`src/hw/bypass_pkg.sv`:
```
`default_nettype none

package bypass_pkg;

    // two mac ports, the swap wiring assumes exactly two.
    localparam int NUM_PORTS = 2;

    localparam int FIFO_DEPTH = 64;
    localparam int FIFO_PTR_W = $clog2(FIFO_DEPTH);

    typedef logic [63:0] word_t;
    typedef logic [7:0]  keep_t;
    typedef logic [0:0]  port_t;
    typedef logic [1:0]  tdest_t;

    // ingress switch code for packets to delete.
    localparam tdest_t TDEST_DROP = 2'd3;

    typedef struct packed {
        word_t  data;
        keep_t  keep;
        logic   last;
        port_t  tid;
        tdest_t tdest;
    } beat_t;

    typedef logic [FIFO_PTR_W-1:0] fifo_ptr_t;
    // one extra bit so a full buffer is representable.
    typedef logic [FIFO_PTR_W:0]   fifo_cnt_t;

    typedef logic [31:0] cnt_t;

    typedef logic [1:0]  reg_addr_t;
    typedef logic [31:0] reg_data_t;

    localparam reg_addr_t REG_CONFIG = 2'd0;
    localparam reg_addr_t REG_DROPS0 = 2'd1;
    localparam reg_addr_t REG_DROPS1 = 2'd2;

    typedef enum logic [1:0] {
        idle,
        grant0,
        grant1
    } mux_state_t;

    typedef enum logic {
        wait_req,
        ack_high
    } reg_state_t;

endpackage

`default_nettype wire

```
`src/hw/bypass_out_mux.sv`:
```
`default_nettype none
`timescale 1ns/10ps

module bypass_out_mux import bypass_pkg::*; (
    input  logic  core_clk,
    input  logic  core_rstn,

    input  logic  a_valid,
    input  beat_t a_beat,
    output logic  a_ready,

    input  logic  b_valid,
    input  beat_t b_beat,
    output logic  b_ready,

    output logic  out_valid,
    output beat_t out_beat,
    input  logic  out_ready
);

    mux_state_t state;
    // 1 when b had the last grant.
    logic       last_b;

    always_ff @(posedge core_clk) begin
        if (!core_rstn) begin
            state  <= idle;
            last_b <= 1'b0;
        end else begin
            case (state)
                idle: begin
                    if (a_valid && (!b_valid || last_b)) begin
                        state  <= grant0;
                        last_b <= 1'b0;
                    end else if (b_valid) begin
                        state  <= grant1;
                        last_b <= 1'b1;
                    end
                end
                grant0: begin
                    if (a_valid && out_ready && a_beat.last) begin
                        state <= idle;
                    end
                end
                grant1: begin
                    if (b_valid && out_ready && b_beat.last) begin
                        state <= idle;
                    end
                end
                default: begin
                    state <= idle;
                end
            endcase
        end
    end

    always_comb begin
        out_valid = 1'b0;
        out_beat  = a_beat;
        a_ready   = 1'b0;
        b_ready   = 1'b0;
        case (state)
            grant0: begin
                out_valid = a_valid;
                a_ready   = out_ready;
            end
            grant1: begin
                out_valid = b_valid;
                out_beat  = b_beat;
                b_ready   = out_ready;
            end
            default: begin
                out_valid = 1'b0;
            end
        endcase
    end

endmodule

`default_nettype wire

```
`config.mk`:
```
export PLATFORM = sky130hd
export DESIGN_NAME = bypass_out_mux
export DESIGN_NICKNAME = d
export VERILOG_FILES = /design/src/hw/bypass_pkg.sv /design/src/hw/bypass_out_mux.sv
export SDC_FILE = /design/constraint.sdc
export NUM_CORES = 1
export LEC_CHECK = 0
export BUFFER_PORTS_ARGS = -buffer_cell sky130_fd_sc_hd__buf_2
export CAP_MARGIN = 20
export CORE_AREA = 2 2 91 93
export CTS_CLUSTER_SIZE = 8
export DETAILED_ROUTE_END_ITERATION = 10
export DIE_AREA = 0 0 93 95
export PLACE_DENSITY = 0.63
export SYNTH_ARGS = -nofsm -noshare
export SYNTH_HDL_FRONTEND = slang
export SYNTH_SLANG_ARGS = --single-unit
```
`constraint.sdc`:
```
create_clock -name core_clk -period 1.8 [get_ports core_clk]
set_input_delay 0.09 -clock core_clk [delete_from_list [all_inputs] [get_ports core_clk]]
set_output_delay 0.09 -clock core_clk [all_outputs]
set_load 0.05 [all_outputs]
```
==> flow_summary.toml <==
[outcome]
outcome = "finished clean"

[critical_path]
cp.required_ps = 1710
start_kind = "flip-flop"
r2r-end = "state[1]$_SDFFE_PN0P_"
critical_path.max_fanout = 22
r2r_slack_ps = 400
critPathKind = "flip-flop to primary output"
r2r-start = "state[0]$_SDFFE_PN0P_"
critical_path.endpoint_type = "primary output"
arrival_ps = 1670
ff2ff_path_depth = 5

[logic_synthesis]
synth.distinct_cells = 21
synthMuxAreaShare = 0.725
synthesis.nets = 276
avgSynthCellArea_um2 = 10.3
synthSimpleGateAreaFrac = 0.0626
synthXorXnorAreaFrac = 0
synth_fa_ha_area_frac = 0.0424
synthCells = 115
synth_top_family_by_area = "multiplexers"
ys.warnings.count = 0
synth_top_area_cell = "mux2_2"
synthTopCellsByArea = "mux2_2, dfxtp_1, buf_4"
synth_area_um2 = 1180
ys_seq_area_frac = 0.0509
ys_ff_latch = 3
synth_top_area_share = 0.725
synth_compound_area_frac = 0.0509

[clocking]
holdBufCountCts = 0
root_buffer = "clkbuf_8"
clkSinkCount = 3
clkTransAtPathRegs_ps = 30
htree_levels = 1
cts_buffers = 3
cts_tree = "built"
clkLatencyLatePin_ps = 220
cts.path.max_buffers = 2

[die]
initial_utilization = 0.149
die_h_um = 95
die-area_um2 = 8840
rows = 33
die_x_um = 93
core-area_um2 = 7930
pin_count = 236

[sta]
worst_slack_ps = 40.8
max_slew_margin = 0.820
finClkSkew_ps = 2.98
setup_viol = 0
period_needed_ps = 1760
fmax_mhz = 568
whs_ps = 171
hold_viol_final = 0
drv_slew = 0
period_share = 0.977
worst_pin_slew_ps = 270
rsz0062_at_grt = "yes"

[route]
wire_per_inst_um = 12.9
vias_per_cell = 4.05
drt-total-wl_mm = 5.88
drc = 0
ant_nets = 0
dr.pass1.iters = 4
vias = 1846
dr.first_iter.drc_count = 34

[power]
power_per_cell_area_nw_per_um2 = 841
p_leak_nw = 1.39
ir_drop_mv = 0.531

[worst_hold_path]
min_from = "core_rstn"
hold_end = "last_b$_SDFFE_PN0P_"
min-delay-path-class = "primary input to flip-flop"
holdPathStages = 2

[global_routing]
grt_usage = 0.0978
grt_max_degree = 44
grt_pass1_vias = 1514
grt_pass1_wl_mm = 7.07
grt_antenna_before_repair = 0
grt_overflow = 0

[layout]
finalNonFillerCells = 456
diodes = 0
drive_gt1_frac = 0.926
final_area_um2 = 2640
area_growth_pct = 123
nets = 513

[placement]
hpwl_mm = 4.72
place.gp.congestion = 0.771
place_area_um2 = 2490
portBuffers = 235
dp_slack_ps = 225
place_inst = 448

[flow_run]
cap_violations = 0
==> registers in the layout (all words and copies together), names as in the netlist <==
name / cells
last_b: 1
state: 2
==> cells in the mapped netlist, drive strengths merged <==
cell / n
mux2: 76
o22ai: 2
inv: 3
nor2b: 1
a221oi: 1
and2: 2
a22oi: 1
o2111ai: 1
buf: 9
nor3b: 1
ha: 4
nand3: 2
a21boi: 1
nand4: 1
dfxtp: 3
a22o: 1
nand2: 5
nand3b: 1
==> kinds of logic after synthesis <==
group	Yosys count
buffers and inverters	12
flip-flops	3
multiplexers	76
adder cells (fa/ha/maj)	4
AO/OA/AOI/OAI	7
AND/OR/NAND/NOR	13
==> worst max-delay path: stages, from the launching register on <==
cell     delay [ps]
dfxtp_1         340
inv_2            90
ha_4            240
buf_16          190
mux2_2          380
buf_4           200
==> power breakdown <==
| group | internal [mW] | switching (mW) |
|---|---|---|
| registers | 0.0784 | 0.0131 |
| clock network | 0.151 | 0.0491 |
| logic | 0.683 | 1.24 |
| total | 0.913 | 1.31 |
==> what timing repair did <==
item	CTS	global route
gates cloned	0	4
setup buffers	0	0
pin swaps	0	1
endpoints found under the setup margin	2	76
gates resized for setup	2	14
endpoints found under the hold margin	0	0
==> final cells by class <==
class	instances	area (um2)
fillers	832	5290
repair buffers	241	1340
multi-input cells	100	1050
well taps	105	131
flip-flops and latches	3	61.3
clock buffers	4	45.0
inverters	3	11.3
==> worst max-delay path by stage <==
stage,start,to,slack [ps]
after floorplan,state[0]$_SDFFE_PN0P_,out_valid,100
after global placement,state[0]$_SDFFE_PN0P_,out_beat[63],250
after detailed placement,state[0]$_SDFFE_PN0P_,out_beat[63],220
after CTS,state[0]$_SDFFE_PN0P_,out_beat[63],4
after global routing,state[0]$_SDFFE_PN0P_,out_beat[63],-30
final,state[0]$_SDFFE_PN0P_,out_beat[63],40
==> routing by layer <==
layer  vias up  global-route usage  part of all wire
met2        90               0.182              0.52
met4         0              0.0208             0.011
li1        907                   -                 -
met3         9              0.0152             0.077
met1       840               0.119              0.39
met5         -                   0                 0
==> stage by stage <==
step	util	TNS (ps)	total power, mW
detailed placement	0.314	0	1.91
global route	0.333	-536	2.32
CTS	0.320	0	2.13
global placement	0.314	0	1.90
finish	0.333	0	2.22
floorplan	-	0	1.49
==> cell usage in the layout, fill, tap and decap left out, drive strengths merged <==
master and instances:
ha 4, a22o 1, nand4 1, nand3 2, nand3b 1, clkbuf 8, buf 237, a221oi 1
a22oi 1, nor2b 1, mux2 76, nand2 5, inv 3, o2111ai 1, o22ai 2, and2 2
a21boi 1, nor3b 1, dfxtp 3
Note: power is estimated with default switching activity, not from simulation.
