<file path="src/hw/bypass_pkg.sv">
`default_nettype none

package bypass_pkg;

    // two mac ports, the swap wiring assumes exactly two.
    localparam int NUM_PORTS = 2;

    localparam int FIFO_DEPTH = 64;
    localparam int FIFO_PTR_W = $clog2(FIFO_DEPTH);

    typedef logic [63:0] word_t;
    typedef logic [7:0]  keep_t;
    typedef logic [0:0]  port_t;
    typedef logic [1:0]  tdest_t;

    // ingress switch code for packets to delete.
    localparam tdest_t TDEST_DROP = 2'd3;

    typedef struct packed {
        word_t  data;
        keep_t  keep;
        logic   last;
        port_t  tid;
        tdest_t tdest;
    } beat_t;

    typedef logic [FIFO_PTR_W-1:0] fifo_ptr_t;
    // one extra bit so a full buffer is representable.
    typedef logic [FIFO_PTR_W:0]   fifo_cnt_t;

    typedef logic [31:0] cnt_t;

    typedef logic [1:0]  reg_addr_t;
    typedef logic [31:0] reg_data_t;

    localparam reg_addr_t REG_CONFIG = 2'd0;
    localparam reg_addr_t REG_DROPS0 = 2'd1;
    localparam reg_addr_t REG_DROPS1 = 2'd2;

    typedef enum logic [1:0] {
        idle,
        grant0,
        grant1
    } mux_state_t;

    typedef enum logic {
        wait_req,
        ack_high
    } reg_state_t;

endpackage

`default_nettype wire

</file>
<file path="src/hw/bypass_regs.sv">
`default_nettype none
`timescale 1ns/10ps

module bypass_regs import bypass_pkg::*; (
    input  logic      core_clk,
    input  logic      core_rstn,

    input  logic      reg_req,
    input  logic      reg_we,
    input  reg_addr_t reg_addr,
    input  reg_data_t reg_wdata,
    output logic      reg_ack,
    output reg_data_t reg_rdata,

    input  logic      drop_pulse0,
    input  logic      drop_pulse1,

    output logic      swap_paths
);

    reg_state_t           state;
    logic                 access;
    logic [NUM_PORTS-1:0] pulse;
    logic [NUM_PORTS-1:0] clr;
    cnt_t                 drop_cnt [NUM_PORTS];

    // one access per request, taken on entry to the handshake.
    assign access  = (state == wait_req) && reg_req;
    assign reg_ack = (state == ack_high);

    assign pulse = {drop_pulse1, drop_pulse0};
    assign clr[0] = access && reg_we && (reg_addr == REG_DROPS0);
    assign clr[1] = access && reg_we && (reg_addr == REG_DROPS1);

    always_ff @(posedge core_clk) begin
        if (!core_rstn) begin
            state <= wait_req;
        end else if (access) begin
            state <= ack_high;
        end else if (state == ack_high && !reg_req) begin
            state <= wait_req;
        end
    end

    always_ff @(posedge core_clk) begin
        if (!core_rstn) begin
            swap_paths <= 1'b0;
        end else if (access && reg_we && reg_addr == REG_CONFIG) begin
            swap_paths <= reg_wdata[0];
        end
    end

    // saturating, clear wins over a pulse in the same cycle.
    always_ff @(posedge core_clk) begin
        for (int i = 0; i < NUM_PORTS; i++) begin
            if (!core_rstn || clr[i]) begin
                drop_cnt[i] <= '0;
            end else if (pulse[i] && drop_cnt[i] != '1) begin
                drop_cnt[i] <= drop_cnt[i] + 1'b1;
            end
        end
    end

    always_ff @(posedge core_clk) begin
        if (access) begin
            case (reg_addr)
                REG_CONFIG: reg_rdata <= {31'b0, swap_paths};
                REG_DROPS0: reg_rdata <= drop_cnt[0];
                REG_DROPS1: reg_rdata <= drop_cnt[1];
                default:    reg_rdata <= '0;
            endcase
        end
    end

endmodule

`default_nettype wire

</file>
<file path="config.mk">
export PLATFORM = sky130hd
export DESIGN_NAME = bypass_regs
export DESIGN_NICKNAME = d
export VERILOG_FILES = /design/src/hw/bypass_pkg.sv /design/src/hw/bypass_regs.sv
export SDC_FILE = /design/constraint.sdc
export NUM_CORES = 1
export LEC_CHECK = 0
export BUFFER_PORTS_ARGS = -buffer_cell sky130_fd_sc_hd__buf_2
export CORE_AREA = 2 2 114 116
export CTS_CLUSTER_DIAMETER = 60
export CTS_CLUSTER_SIZE = 25
export DETAILED_ROUTE_END_ITERATION = 6
export DIE_AREA = 0 0 116 118
export SYNTH_ARGS = -nofsm -noshare
export SYNTH_HDL_FRONTEND = slang
export SYNTH_SLANG_ARGS = --single-unit
</file>
<file path="constraint.sdc">
create_clock -name core_clk -period 7.3 [get_ports core_clk]
set_clock_uncertainty 0.15 [all_clocks]
set_input_delay 0.73 -clock core_clk [delete_from_list [all_inputs] [get_ports core_clk]]
set_output_delay 0.73 -clock core_clk [all_outputs]
set_load 0.005 [all_outputs]
</file>
==> Implementation_results.wiki <==
{| class="wikitable"
! Metric !! Value
|-
| Run status || complete, no violations
|-
| Final Cycle Share || 41.70%
|-
| First-pass GRT wire length || 16990 um
|-
| Synth area leader || edfxtp_1
|-
| Clock root buffer || clkbuf_16
|-
| Hold WC Path Type || reg2reg
|-
| Source-to-sink clock delay at the later pin of the worst-skew pair || 340 ps
|-
| Area share of the largest cell type after synthesis || 59.05%
|-
| Number of vias in the routed layout || between 3000 and 4000
|-
| Count of endpoints failing hold in the final timing report || 0
|-
| Number of flops mapped to enable cells by yosys || 96
|-
| Buffers added on ports || between 40 and 50
|-
| Reg clk slew, reported paths || ~60 ps
|-
| Cells after synthesis || 403
|-
| Part of the power in combinational logic || 6.9%
|-
| Pwr/cell area || 230.8 nW/um2
|-
| Max-slew violation count || 0
|-
| Area of all placed cells without fillers || 5563 um2
|-
| First-pass DRT Iterations || 4
|-
| Post-CTS setup buffer count || 0
|-
| Top-count cell post-synth || edfxtp_1
|-
| Num Clock Sinks || 98
|-
| Largest net degree at the start of global routing || 37
|-
| Crit Path Max Fanout || 20
|-
| Post-CTS sizing || 0
|-
| Number of buffers on the longest clock path || 2
|-
| DRC errors left || 0
|-
| Leak Pwr || 2.012 nW
|-
| Number of antenna violations at the first check in global routing || 0
|-
| Ys async rst share || 0%
|-
| Switching part of the total power || 22.40%
|-
| Antenna Diode Count || 0
|-
| Transition time at the pin with the least slew margin || 969.4 ps
|-
| Overflow left after global routing || 0
|-
| Unrepaired setup endpoints after global routing || false
|-
| Inserted Clock Buffers || 9
|-
| Mean routed wirelength per cell || 16.75 um
|-
| Via count of the first global-routing pass || 3275
|-
| Layout overhead on the synthesized area || 13.94%
|-
| Sequential power share || between 50% and 60%
|-
| Number of synthesis warnings || 0
|-
| Internal power || about 1.0 mW
|-
| CTS H-Tree Depth || 3
|-
| CP Launch Type || flop
|-
| Arrival time reported for the critical path endpoint || 2970 ps
|-
| Total routing resource utilization after global routing || roughly 16%
|-
| Avg Vias per Cell || 5.218
|-
| Top-level port count || 74
|-
| CTS tree || built
|-
| Number of nets in the final layout || 486
|-
| Cell area after synthesis || 4882 um2
|-
| Starting utilization of the core area || 39.33%
|-
| Clock share of power || 38.5%
|-
| Fraction of the yosys area taken by sequential cells || 59.87%
|-
| Required time at the endpoint of the critical path || 7220 ps
|-
| Category of the worst setup path capture point || flop
|-
| Count of hold-fix buffers inserted at cts || 0
|-
| Std cell rows || 41
|-
| Post-synth net total || 446
|-
| Routed wire length || ~10000 um
|-
| Global placer's final weighted congestion || 0.7718
|-
| Share of post-route cells with drive strength above 1 || around 16%
|-
| Antenna-violating nets left || 0
|-
| Iter 0 DRT Violations || 203
|-
| Total negative slack for setup checks || 0 ps
|-
| Core box area || 12410 um2
|-
| Chip width || roughly 120 um
|-
| DP HPWL || slightly below 7000 um
|-
| Number of synthesized register bits || 98
|-
| Relative slew slack || 35.14%
|-
| Final count of negative-setup-slack endpoints || 0
|-
| Fmax || 328.5 MHz
|-
| Leading register cell type out of synthesis || edfxtp_1
|-
| Mean Syn Cell Area || 12.11 um2
|-
| Top cells by count, synth || edfxtp_1 (96), nor2_1 (70), xor2_1 (47), a22o_1 (31), nand4_1 (27)
|-
| Total Die Area || 13690 um2
|-
| Power consumption || 1.284 mW
|-
| Top cells by area, synth || edfxtp_1 (59%), xor2_1 (8.4%), a22o_1 (5.6%)
|-
| Number of max-cap violations || 0
|-
| Y dimension of the die || 118 um
|-
| Worst VDD drop || 0.1286 mV
|-
| WS Path Type || reg2reg
|-
| Unique cell type count in the Yosys netlist || 34
|-
| Period minus WS final || between 3000 and 4000 ps
|-
| Placed standard-cell area || 5255 um2
|-
| Switching power total || 0.2875 mW
|}
## through the flow
step | utilization, % | hold slack (ps) | worst slack (ps) | std cells
floorplan | - | 356.7 | 4028 | 403
global placement | 42.33 | 349.7 | 4213 | 604
detailed placement | 42.33 | 369.2 | 4222 | 604
CTS | 44.81 | 385.5 | 4194 | 619
global route | 44.81 | 415.6 | 4000 | 619
finish | 44.81 | 379.0 | 4256 | 619
## critical path, stage by stage (launching register included)
cell,delay (ps)
edfxtp_1,460
ha_1,220
nand3_1,130
nor2_1,760
nand4_1,210
nand2_1,110
nand2_1,350
buf_4,380
## layout make-up
cell class / instances / area [um2]
clock buffer: 9 / 225.2
sequential: 98 / 2923
multi-input combinational: 280 / 1836
clock inverter: 6 / 82.58
timing repair buffer: 49 / 262.8
fill: 1223 / 6852
tap: 172 / 215.2
inverter: 5 / 18.77
## layout by cell type (no fill, tap or decap), types with 5 or more instances in the layout
master	netlist	routed
edfxtp_1	96	96
nor2_1	70	70
xor2_1	47	47
buf_2	7	42
a22o_1	31	31
nand4_1	27	27
nand3_1	25	25
nand2_1	19	19
and4_1	10	10
xnor2_1	10	10
and3_1	9	9
clkbuf_16	0	9
buf_4	1	7
o21ai_0	5	5
inv_1	5	5
## logic make-up (layout without fill, tap and decap cells)
family	count (synthesis)	count (layout)	share of synthesized area, %
AO/OA/AOI/OAI	42	42	7.227
XOR/XNOR	57	57	10.23
adder cells (fa/ha/maj)	3	3	0.7689
buffers and inverters	25	69	2.640
flip-flops	98	98	59.87
multiplexers	3	3	0.6151
AND/OR/NAND/NOR	175	175	18.66
## flip-flops by register name, indices dropped and copies added, names as in the netlist
register	flops
swap_paths	1
drop_cnt	64
reg_ack	1
reg_rdata	32
## worst paths after layout
path                                     start                       endpoint  slack [ps]  cells after the start
setup / recovery  drop_cnt[0][0]$_SDFFCE_PN0P_  drop_cnt[0][21]$_SDFFCE_PN0P_        4260                      7
hold / removal         swap_paths$_SDFFE_PN0P_        swap_paths$_SDFFE_PN0P_         380                      2
setup reg to reg  drop_cnt[0][0]$_SDFFCE_PN0P_  drop_cnt[0][21]$_SDFFCE_PN0P_        4260                      7
hold reg to reg        swap_paths$_SDFFE_PN0P_        swap_paths$_SDFFE_PN0P_         380                      2
## metal layers
metal | vias up | track usage [%] | share of wire, %
li1 | 1580 | - | -
met1 | 1588 | 21.35 | 46
met2 | 53 | 26.21 | 50
met3 | 9 | 3.296 | 2.8
met4 | 0 | 4.836 | 1.6
met5 | - | 0 | 0
## power by group through the flow
stage,sequential (mW),combinational (mW),clock [mW]
6_report,0.700,0.0892,0.494
5_1_grt,0.706,0.100,0.522
4_1_cts,0.700,0.0907,0.505
2_1_floorplan,0.704,0.0565,0
3_3_place_gp,0.711,0.0892,0
3_5_place_dp,0.712,0.0897,0
Note: power is estimated with default switching activity, not from simulation.
