<file path="src/hw/bypass_pkg.sv">
`default_nettype none

package bypass_pkg;

    // two mac ports, the swap wiring assumes exactly two.
    localparam int NUM_PORTS = 2;

    localparam int FIFO_DEPTH = 64;
    localparam int FIFO_PTR_W = $clog2(FIFO_DEPTH);

    typedef logic [63:0] word_t;
    typedef logic [7:0]  keep_t;
    typedef logic [0:0]  port_t;
    typedef logic [1:0]  tdest_t;

    // ingress switch code for packets to delete.
    localparam tdest_t TDEST_DROP = 2'd3;

    typedef struct packed {
        word_t  data;
        keep_t  keep;
        logic   last;
        port_t  tid;
        tdest_t tdest;
    } beat_t;

    typedef logic [FIFO_PTR_W-1:0] fifo_ptr_t;
    // one extra bit so a full buffer is representable.
    typedef logic [FIFO_PTR_W:0]   fifo_cnt_t;

    typedef logic [31:0] cnt_t;

    typedef logic [1:0]  reg_addr_t;
    typedef logic [31:0] reg_data_t;

    localparam reg_addr_t REG_CONFIG = 2'd0;
    localparam reg_addr_t REG_DROPS0 = 2'd1;
    localparam reg_addr_t REG_DROPS1 = 2'd2;

    typedef enum logic [1:0] {
        idle,
        grant0,
        grant1
    } mux_state_t;

    typedef enum logic {
        wait_req,
        ack_high
    } reg_state_t;

endpackage

`default_nettype wire

</file>
<file path="src/hw/bypass_drop.sv">
`default_nettype none
`timescale 1ns/10ps

module bypass_drop import bypass_pkg::*; (
    input  logic  core_clk,
    input  logic  core_rstn,

    input  logic  in_valid,
    input  beat_t in_beat,
    output logic  in_ready,

    output logic  out_valid,
    output beat_t out_beat,
    input  logic  out_ready,

    output logic  drop_pulse
);

    logic sop;
    logic dropping;
    logic drop_code;
    logic drop_now;

    assign drop_code = (in_beat.tdest == TDEST_DROP);

    // decision comes from the first beat, then the flag holds it.
    assign drop_now = sop ? drop_code : dropping;

    assign out_beat  = in_beat;
    assign out_valid = in_valid && !drop_now;

    // dropped beats are sunk here, never stalled downstream.
    assign in_ready = drop_now ? 1'b1 : out_ready;

    assign drop_pulse = in_valid && sop && drop_code;

    always_ff @(posedge core_clk) begin
        if (!core_rstn) begin
            sop      <= 1'b1;
            dropping <= 1'b0;
        end else if (in_valid && in_ready) begin
            sop <= in_beat.last;
            if (sop) begin
                dropping <= drop_code;
            end
        end
    end

endmodule

`default_nettype wire

</file>
<file path="src/hw/bypass_lane.sv">
`default_nettype none
`timescale 1ns/10ps

module bypass_lane import bypass_pkg::*; (
    input  logic  core_clk,
    input  logic  core_rstn,

    input  logic  in_valid,
    input  beat_t in_beat,
    output logic  in_ready,

    input  logic  swap_paths,

    output logic  straight_valid,
    output beat_t straight_beat,
    input  logic  straight_ready,

    output logic  crossed_valid,
    output beat_t crossed_beat,
    input  logic  crossed_ready,

    output logic  drop_pulse
);

    logic  drop_valid;
    beat_t drop_beat;
    logic  drop_ready;

    logic  fifo_valid;
    beat_t fifo_beat;
    logic  fifo_ready;

    logic  fifo_sop;
    logic  sel_q;
    logic  sel;

    bypass_drop u_drop (
        .core_clk   (core_clk),
        .core_rstn  (core_rstn),
        .in_valid   (in_valid),
        .in_beat    (in_beat),
        .in_ready   (in_ready),
        .out_valid  (drop_valid),
        .out_beat   (drop_beat),
        .out_ready  (drop_ready),
        .drop_pulse (drop_pulse)
    );

    bypass_pkt_fifo u_fifo (
        .core_clk  (core_clk),
        .core_rstn (core_rstn),
        .in_valid  (drop_valid),
        .in_beat   (drop_beat),
        .in_ready  (drop_ready),
        .out_valid (fifo_valid),
        .out_beat  (fifo_beat),
        .out_ready (fifo_ready)
    );

    // first beat steers by the live mode, the rest by the latched one.
    assign sel = fifo_sop ? swap_paths : sel_q;

    always_ff @(posedge core_clk) begin
        if (!core_rstn) begin
            fifo_sop <= 1'b1;
            sel_q    <= 1'b0;
        end else if (fifo_valid && fifo_ready) begin
            fifo_sop <= fifo_beat.last;
            if (fifo_sop) begin
                sel_q <= swap_paths;
            end
        end
    end

    assign straight_beat  = fifo_beat;
    assign crossed_beat   = fifo_beat;
    assign straight_valid = fifo_valid && !sel;
    assign crossed_valid  = fifo_valid && sel;
    assign fifo_ready     = sel ? crossed_ready : straight_ready;

endmodule

`default_nettype wire

</file>
<file path="src/hw/bypass_pkt_fifo.sv">
`default_nettype none
`timescale 1ns/10ps

module bypass_pkt_fifo import bypass_pkg::*; (
    input  logic  core_clk,
    input  logic  core_rstn,

    input  logic  in_valid,
    input  beat_t in_beat,
    output logic  in_ready,

    output logic  out_valid,
    output beat_t out_beat,
    input  logic  out_ready
);

    beat_t mem [FIFO_DEPTH];

    fifo_ptr_t wr_ptr;
    fifo_ptr_t rd_ptr;
    fifo_cnt_t beat_cnt;
    fifo_cnt_t pkt_cnt;

    logic wr_en;
    logic rd_en;
    logic pkt_in;
    logic pkt_out;

    assign in_ready = (beat_cnt != fifo_cnt_t'(FIFO_DEPTH));

    // only whole packets are released.
    assign out_valid = (pkt_cnt != '0);
    assign out_beat  = mem[rd_ptr];

    assign wr_en   = in_valid && in_ready;
    assign rd_en   = out_valid && out_ready;
    assign pkt_in  = wr_en && in_beat.last;
    assign pkt_out = rd_en && out_beat.last;

    always_ff @(posedge core_clk) begin
        if (wr_en) begin
            mem[wr_ptr] <= in_beat;
        end
    end

    always_ff @(posedge core_clk) begin
        if (!core_rstn) begin
            wr_ptr <= '0;
            rd_ptr <= '0;
        end else begin
            if (wr_en) begin
                wr_ptr <= wr_ptr + 1'b1;
            end
            if (rd_en) begin
                rd_ptr <= rd_ptr + 1'b1;
            end
        end
    end

    // beat occupancy, drives in_ready.
    always_ff @(posedge core_clk) begin
        if (!core_rstn) begin
            beat_cnt <= '0;
        end else begin
            beat_cnt <= beat_cnt + fifo_cnt_t'(wr_en) - fifo_cnt_t'(rd_en);
        end
    end

    // complete packets held.
    always_ff @(posedge core_clk) begin
        if (!core_rstn) begin
            pkt_cnt <= '0;
        end else begin
            pkt_cnt <= pkt_cnt + fifo_cnt_t'(pkt_in) - fifo_cnt_t'(pkt_out);
        end
    end

endmodule

`default_nettype wire

</file>
<file path="config.mk">
export PLATFORM = sky130hd
export DESIGN_NAME = bypass_lane
export DESIGN_NICKNAME = d
export VERILOG_FILES = /design/src/hw/bypass_pkg.sv /design/src/hw/bypass_drop.sv /design/src/hw/bypass_lane.sv /design/src/hw/bypass_pkt_fifo.sv
export SDC_FILE = /design/constraint.sdc
export NUM_CORES = 2
export LEC_CHECK = 0
export BUFFER_PORTS_ARGS = -buffer_cell sky130_fd_sc_hd__buf_4
export CELL_PAD_IN_SITES_DETAIL_PLACEMENT = 0
export CELL_PAD_IN_SITES_GLOBAL_PLACEMENT = 1
export CORE_UTILIZATION = 55
export CTS_CLUSTER_SIZE = 28
export DETAILED_ROUTE_END_ITERATION = 7
export PLACE_DENSITY_LB_ADDON = 0.3
export RECOVER_POWER = 25
export SLEW_MARGIN = 30
export SYNTH_ARGS = -nofsm -noshare
export SYNTH_HDL_FRONTEND = slang
export SYNTH_HIERARCHICAL = 1
export SYNTH_MEMORY_MAX_BITS = 65536
export SYNTH_SLANG_ARGS = --single-unit
</file>
<file path="constraint.sdc">
create_clock -name core_clk -period 6.2 [get_ports core_clk]
set_input_delay 0.31 -clock core_clk [delete_from_list [all_inputs] [get_ports core_clk]]
set_output_delay 0.31 -clock core_clk [all_outputs]
set_load 0.02 [all_outputs]
</file>
==> results_tabular.tex <==
\begin{tabular}{lr}
\hline
Metric & Value \\
\hline
\multicolumn{2}{l}{\textbf{Synth}} \\
Syn\_area\_per\_cell & 23.1 um\^{}2 \\
Total standard cell area after synthesis & between 150000 and 200000 um\^{}2 \\
Cell taking the most area after synthesis & edfxtp\_1 \\
Number of different library cells in the post-synthesis netlist & just over 60 \\
Net count of the mapped netlist & roughly 8200 \\
Synthesized flop and latch total & 4900 \\
Share of Yosys cell area claimed by the top area cell type & between 70 and 80\% \\
Number of warning messages in the yosys log & 6 \\
Number of synthesized flops with an enable pin & about 5000 \\
Top flip-flop cell by instance count after synthesis & edfxtp\_1 \\
Post-Syn Instances & between 8000 and 9000 \\
Seq/Total Area, Yosys & roughly 78\% \\
Dominant cells by area after synthesis & edfxtp\_1, mux4\_2, mux2i\_1 \\
Async SR Flop Fraction & 0\% \\
\multicolumn{2}{l}{\textbf{Power and ir drop}} \\
Internal cell power & between 50 and 60 mW \\
Fraction of power consumed by sequential logic & 46.3\% \\
Power, Total & between 70 and 80 mW \\
Combinational share of power & between 10\% and 20\% \\
VDD IR-drop max & just under 0.0004 V \\
Fraction of power consumed by the clock network & 35.8\% \\
Switching Power & $\sim$20 mW \\
Switch share & 24.9\% \\
Pwr/cell area & between 300 and 400 nW/um\^{}2 \\
Static power due to leakage & around 65 nW \\
\multicolumn{2}{l}{\textbf{Placed design}} \\
Place WS & approximately 1.5 ns \\
Number of port buffers & around 240 \\
Hpwl dp & roughly 240 mm \\
Global placer's final weighted congestion & between 0.7 and 0.8 \\
\multicolumn{2}{l}{\textbf{Critical path}} \\
Kind of launch point of the worst setup path & flop \\
WP data arrival & approximately 5.3 ns \\
CP max FO & 54 \\
Endpoint kind of the worst setup timing path & output pin \\
Worst endpoint required time & approximately 5.9 ns \\
Critical path type & reg -> out \\
Worst-case reg-to-reg path depth & 9 \\
\multicolumn{2}{l}{\textbf{Clock network}} \\
Cts hold-fix bufs & 86 \\
Source-to-sink clock delay at the later pin of the worst-skew pair & between 0.9 and 1 ns \\
Clk sink count & $\sim$5000 \\
Cell chosen for the clock root & clkbuf\_16 \\
Worst-path clk slew & 0.06 ns \\
Clock tree from TritonCTS & yes \\
Post-CTS resize count & 0 \\
Number of buffers on the longest clock path & 4 \\
TritonCTS buffer count & between 400 and 500 \\
Post-CTS repair timing setup buffer count & 0 \\
H-tree level count & 5 \\
\multicolumn{2}{l}{\textbf{Final layout}} \\
Share of layout cells above drive strength 1 & 27.5\% \\
Layout Area Growth over Synthesis & 12.9\% \\
Layout net count & roughly 8700 \\
Most frequent standard cell in the layout excluding fill and tap cells & edfxtp\_1 \\
Core occupancy in the finished layout & a little over three fifths \\
Commonest non-fill, non-tap cells in the layout & edfxtp\_1, mux4\_2, clkbuf\_16 \\
\multicolumn{2}{l}{\textbf{Drt}} \\
Remaining DRCs & 32 \\
Aggregate routed wire length & just over 500 mm \\
Initial drt markers & 12400 \\
Mean routed wirelength per cell & between 30 and 40 um \\
DRT Pass-1 Iters & 7 \\
Detail Route Antenna Nets & 0 \\
Total via count in the routed design & about 91000 \\
Post-DR vias/cell & around 6.7 \\
\multicolumn{2}{l}{\textbf{Floorplanning}} \\
Core area & approximately 340000 um\^{}2 \\
Number of top-level design ports & $\sim$240 \\
Width of the die & 586 um \\
Die height & 586 um \\
Starting utilization of the core area & between 50\% and 60\% \\
Area of the die & about 340000 um\^{}2 \\
Site row count & roughly 210 \\
\multicolumn{2}{l}{\textbf{Global route}} \\
Most congested layer reported by global routing & met2 \\
Residual overflow from global routing & 0 \\
Met2 global-route usage & between 40\% and 50\% \\
Wire length of the first global-routing pass & 698 mm \\
Global routing usage on met1 & 41.4\% \\
Tot GR Track Use & just under 30\% \\
Vias in the first global route & 90600 \\
Met3 Usage GRT & 4.95\% \\
Largest net degree at the start of global routing & approximately 140 \\
Antenna violations before repair & 23 \\
\multicolumn{2}{l}{\textbf{Timing}} \\
Worst-case setup margin in the final layout & just over 0.6 ns \\
Min cycle time layout & roughly 5.6 ns \\
Unrepaired setup endpoints after global routing & no \\
Transition time of the tightest slew-check pin & 2.56 ns \\
Max-Slew Margin vs Limit & -70.9\% \\
Period utilization & between 90\% and 100\% \\
Count of final hold-check violations & 0 \\
FMAX & between 150 and 200 MHz \\
Final worst clock skew & 0.0363 ns \\
Aggregate negative setup slack & 0 ns \\
Count of final max-slew check failures & $\sim$3000 \\
Setup violation total in the final timing report & 0 \\
\multicolumn{2}{l}{\textbf{Min path}} \\
Hold Path Depth & 3 \\
Hold/Removal Path Class & in -> reg \\
\multicolumn{2}{l}{\textbf{Run status}} \\
Violations in the final reports & design-rule violations, max-capacitance violations, max-slew violations \\
Outcome & finished, violations left \\
\multicolumn{2}{l}{\textbf{Run}} \\
Max cap viols & 46 \\
\hline
\end{tabular}
-- stage by stage --
step	area, um^2	hold slack [ns]	instances
after global routing	212000	0.298	13500
after detailed placement	196000	0.475	12600
after CTS	212000	0.217	13500
after floorplan	188000	0.382	8144
final	212000	0.286	13500
after global placement	196000	0.438	12600
-- synth_stat cells, drive strengths merged, types with 3 or more instances --
library cell  number
a211o             72
a211oi            77
a21boi             3
a21oi             91
a221o             71
a221oi             4
a22oi              4
and2              24
and3               6
buf              378
clkbuf           218
dfxtp             36
edfxtp          4864
ha                20
inv               21
mux2              75
mux2i            317
mux4            1208
nand2            172
nand2b             5
nand3             11
nand3b             5
nand4              7
nand4b             3
nor2              84
nor2b             85
nor3               3
o211ai            72
o21a               3
o21ai             80
o21bai             3
o221ai            78
o22ai              3
or3                6
xnor2              9
xor2               7
-- layout make-up --
cell class,instances,area (um^2)
antenna,5,12.5
clock buffer,585,12400
clock inverter,294,2930
fill,22400,128000
inverter,22,87.6
multi-input combinational,2626,38500
sequential,4900,147000
tap,4536,5680
timing repair buffer,581,5760
-- final timing paths --
kind | from | endpoint | slack (ns)
worst max-delay path | flop | crossed_beat[48] | 0.61
worst min-delay path | core_rstn | u_fifo/wr_ptr[0]$_SDFFE_PN0P_ | 0.29
worst max register to register | u_fifo/beat_cnt[2]$_SDFF_PN0_ | u_fifo/mem[14][26]$_DFFE_PP_ | 1.90
worst min register to register | u_fifo/rd_ptr[1]$_SDFFE_PN0N_ | flop | 0.57
-- state kept, by name (all words and copies together), names as in the netlist, named ones only --
signal,flops
u_fifo/beat_cnt,7
u_fifo/rd_ptr,6
u_drop/dropping,1
fifo_sop,1
u_fifo/pkt_cnt,7
u_fifo/mem,4864
u_fifo/wr_ptr,6
sel_q,1
u_drop/sop,1
-- critical path, stage by stage (launching register included) --
cell	delay, ns
dfxtp_4	0.82
buf_4	0.81
buf_4	0.77
mux4_2	0.42
mux4_2	0.45
o21ai_0	0.43
a21oi_1	0.22
buf_4	0.22
-- power by group through the flow --
| stage | clock [mW] | combinational, mW | sequential (mW) |
|---|---|---|---|
| floorplan | 0 | 10.9 | 37.4 |
| global placement | 0 | 14.1 | 37.5 |
| detailed placement | 0 | 14.2 | 37.5 |
| CTS | 28.8 | 14.3 | 36.8 |
| global route | 29.9 | 15.1 | 36.8 |
| finish | 28.4 | 14.2 | 36.8 |
-- metal layers --
layer  vias up  share of wire [%]
li1      35500                  -
met1     49400                 37
met2      5520                 48
met3       983                 10
met4        20                4.0
met5         -              0.027
-- cell families (layout without fill, tap and decap cells) --
family / Yosys count / after routing / synth area share (%)
and+or+nand+nor: 419 / 419 / 1.06
muxes: 1600 / 1600 / 16.6
buffers and inverters: 618 / 1482 / 1.71
xor gates and xnor gates: 16 / 16 / 0.0746
DFF: 4900 / 4900 / 78.1
other: 0 / 5 / 0
AOI/OAI and AO/OA: 569 / 569 / 2.25
adders and majority gates: 22 / 22 / 0.155
(Power assumes the default switching activity.)
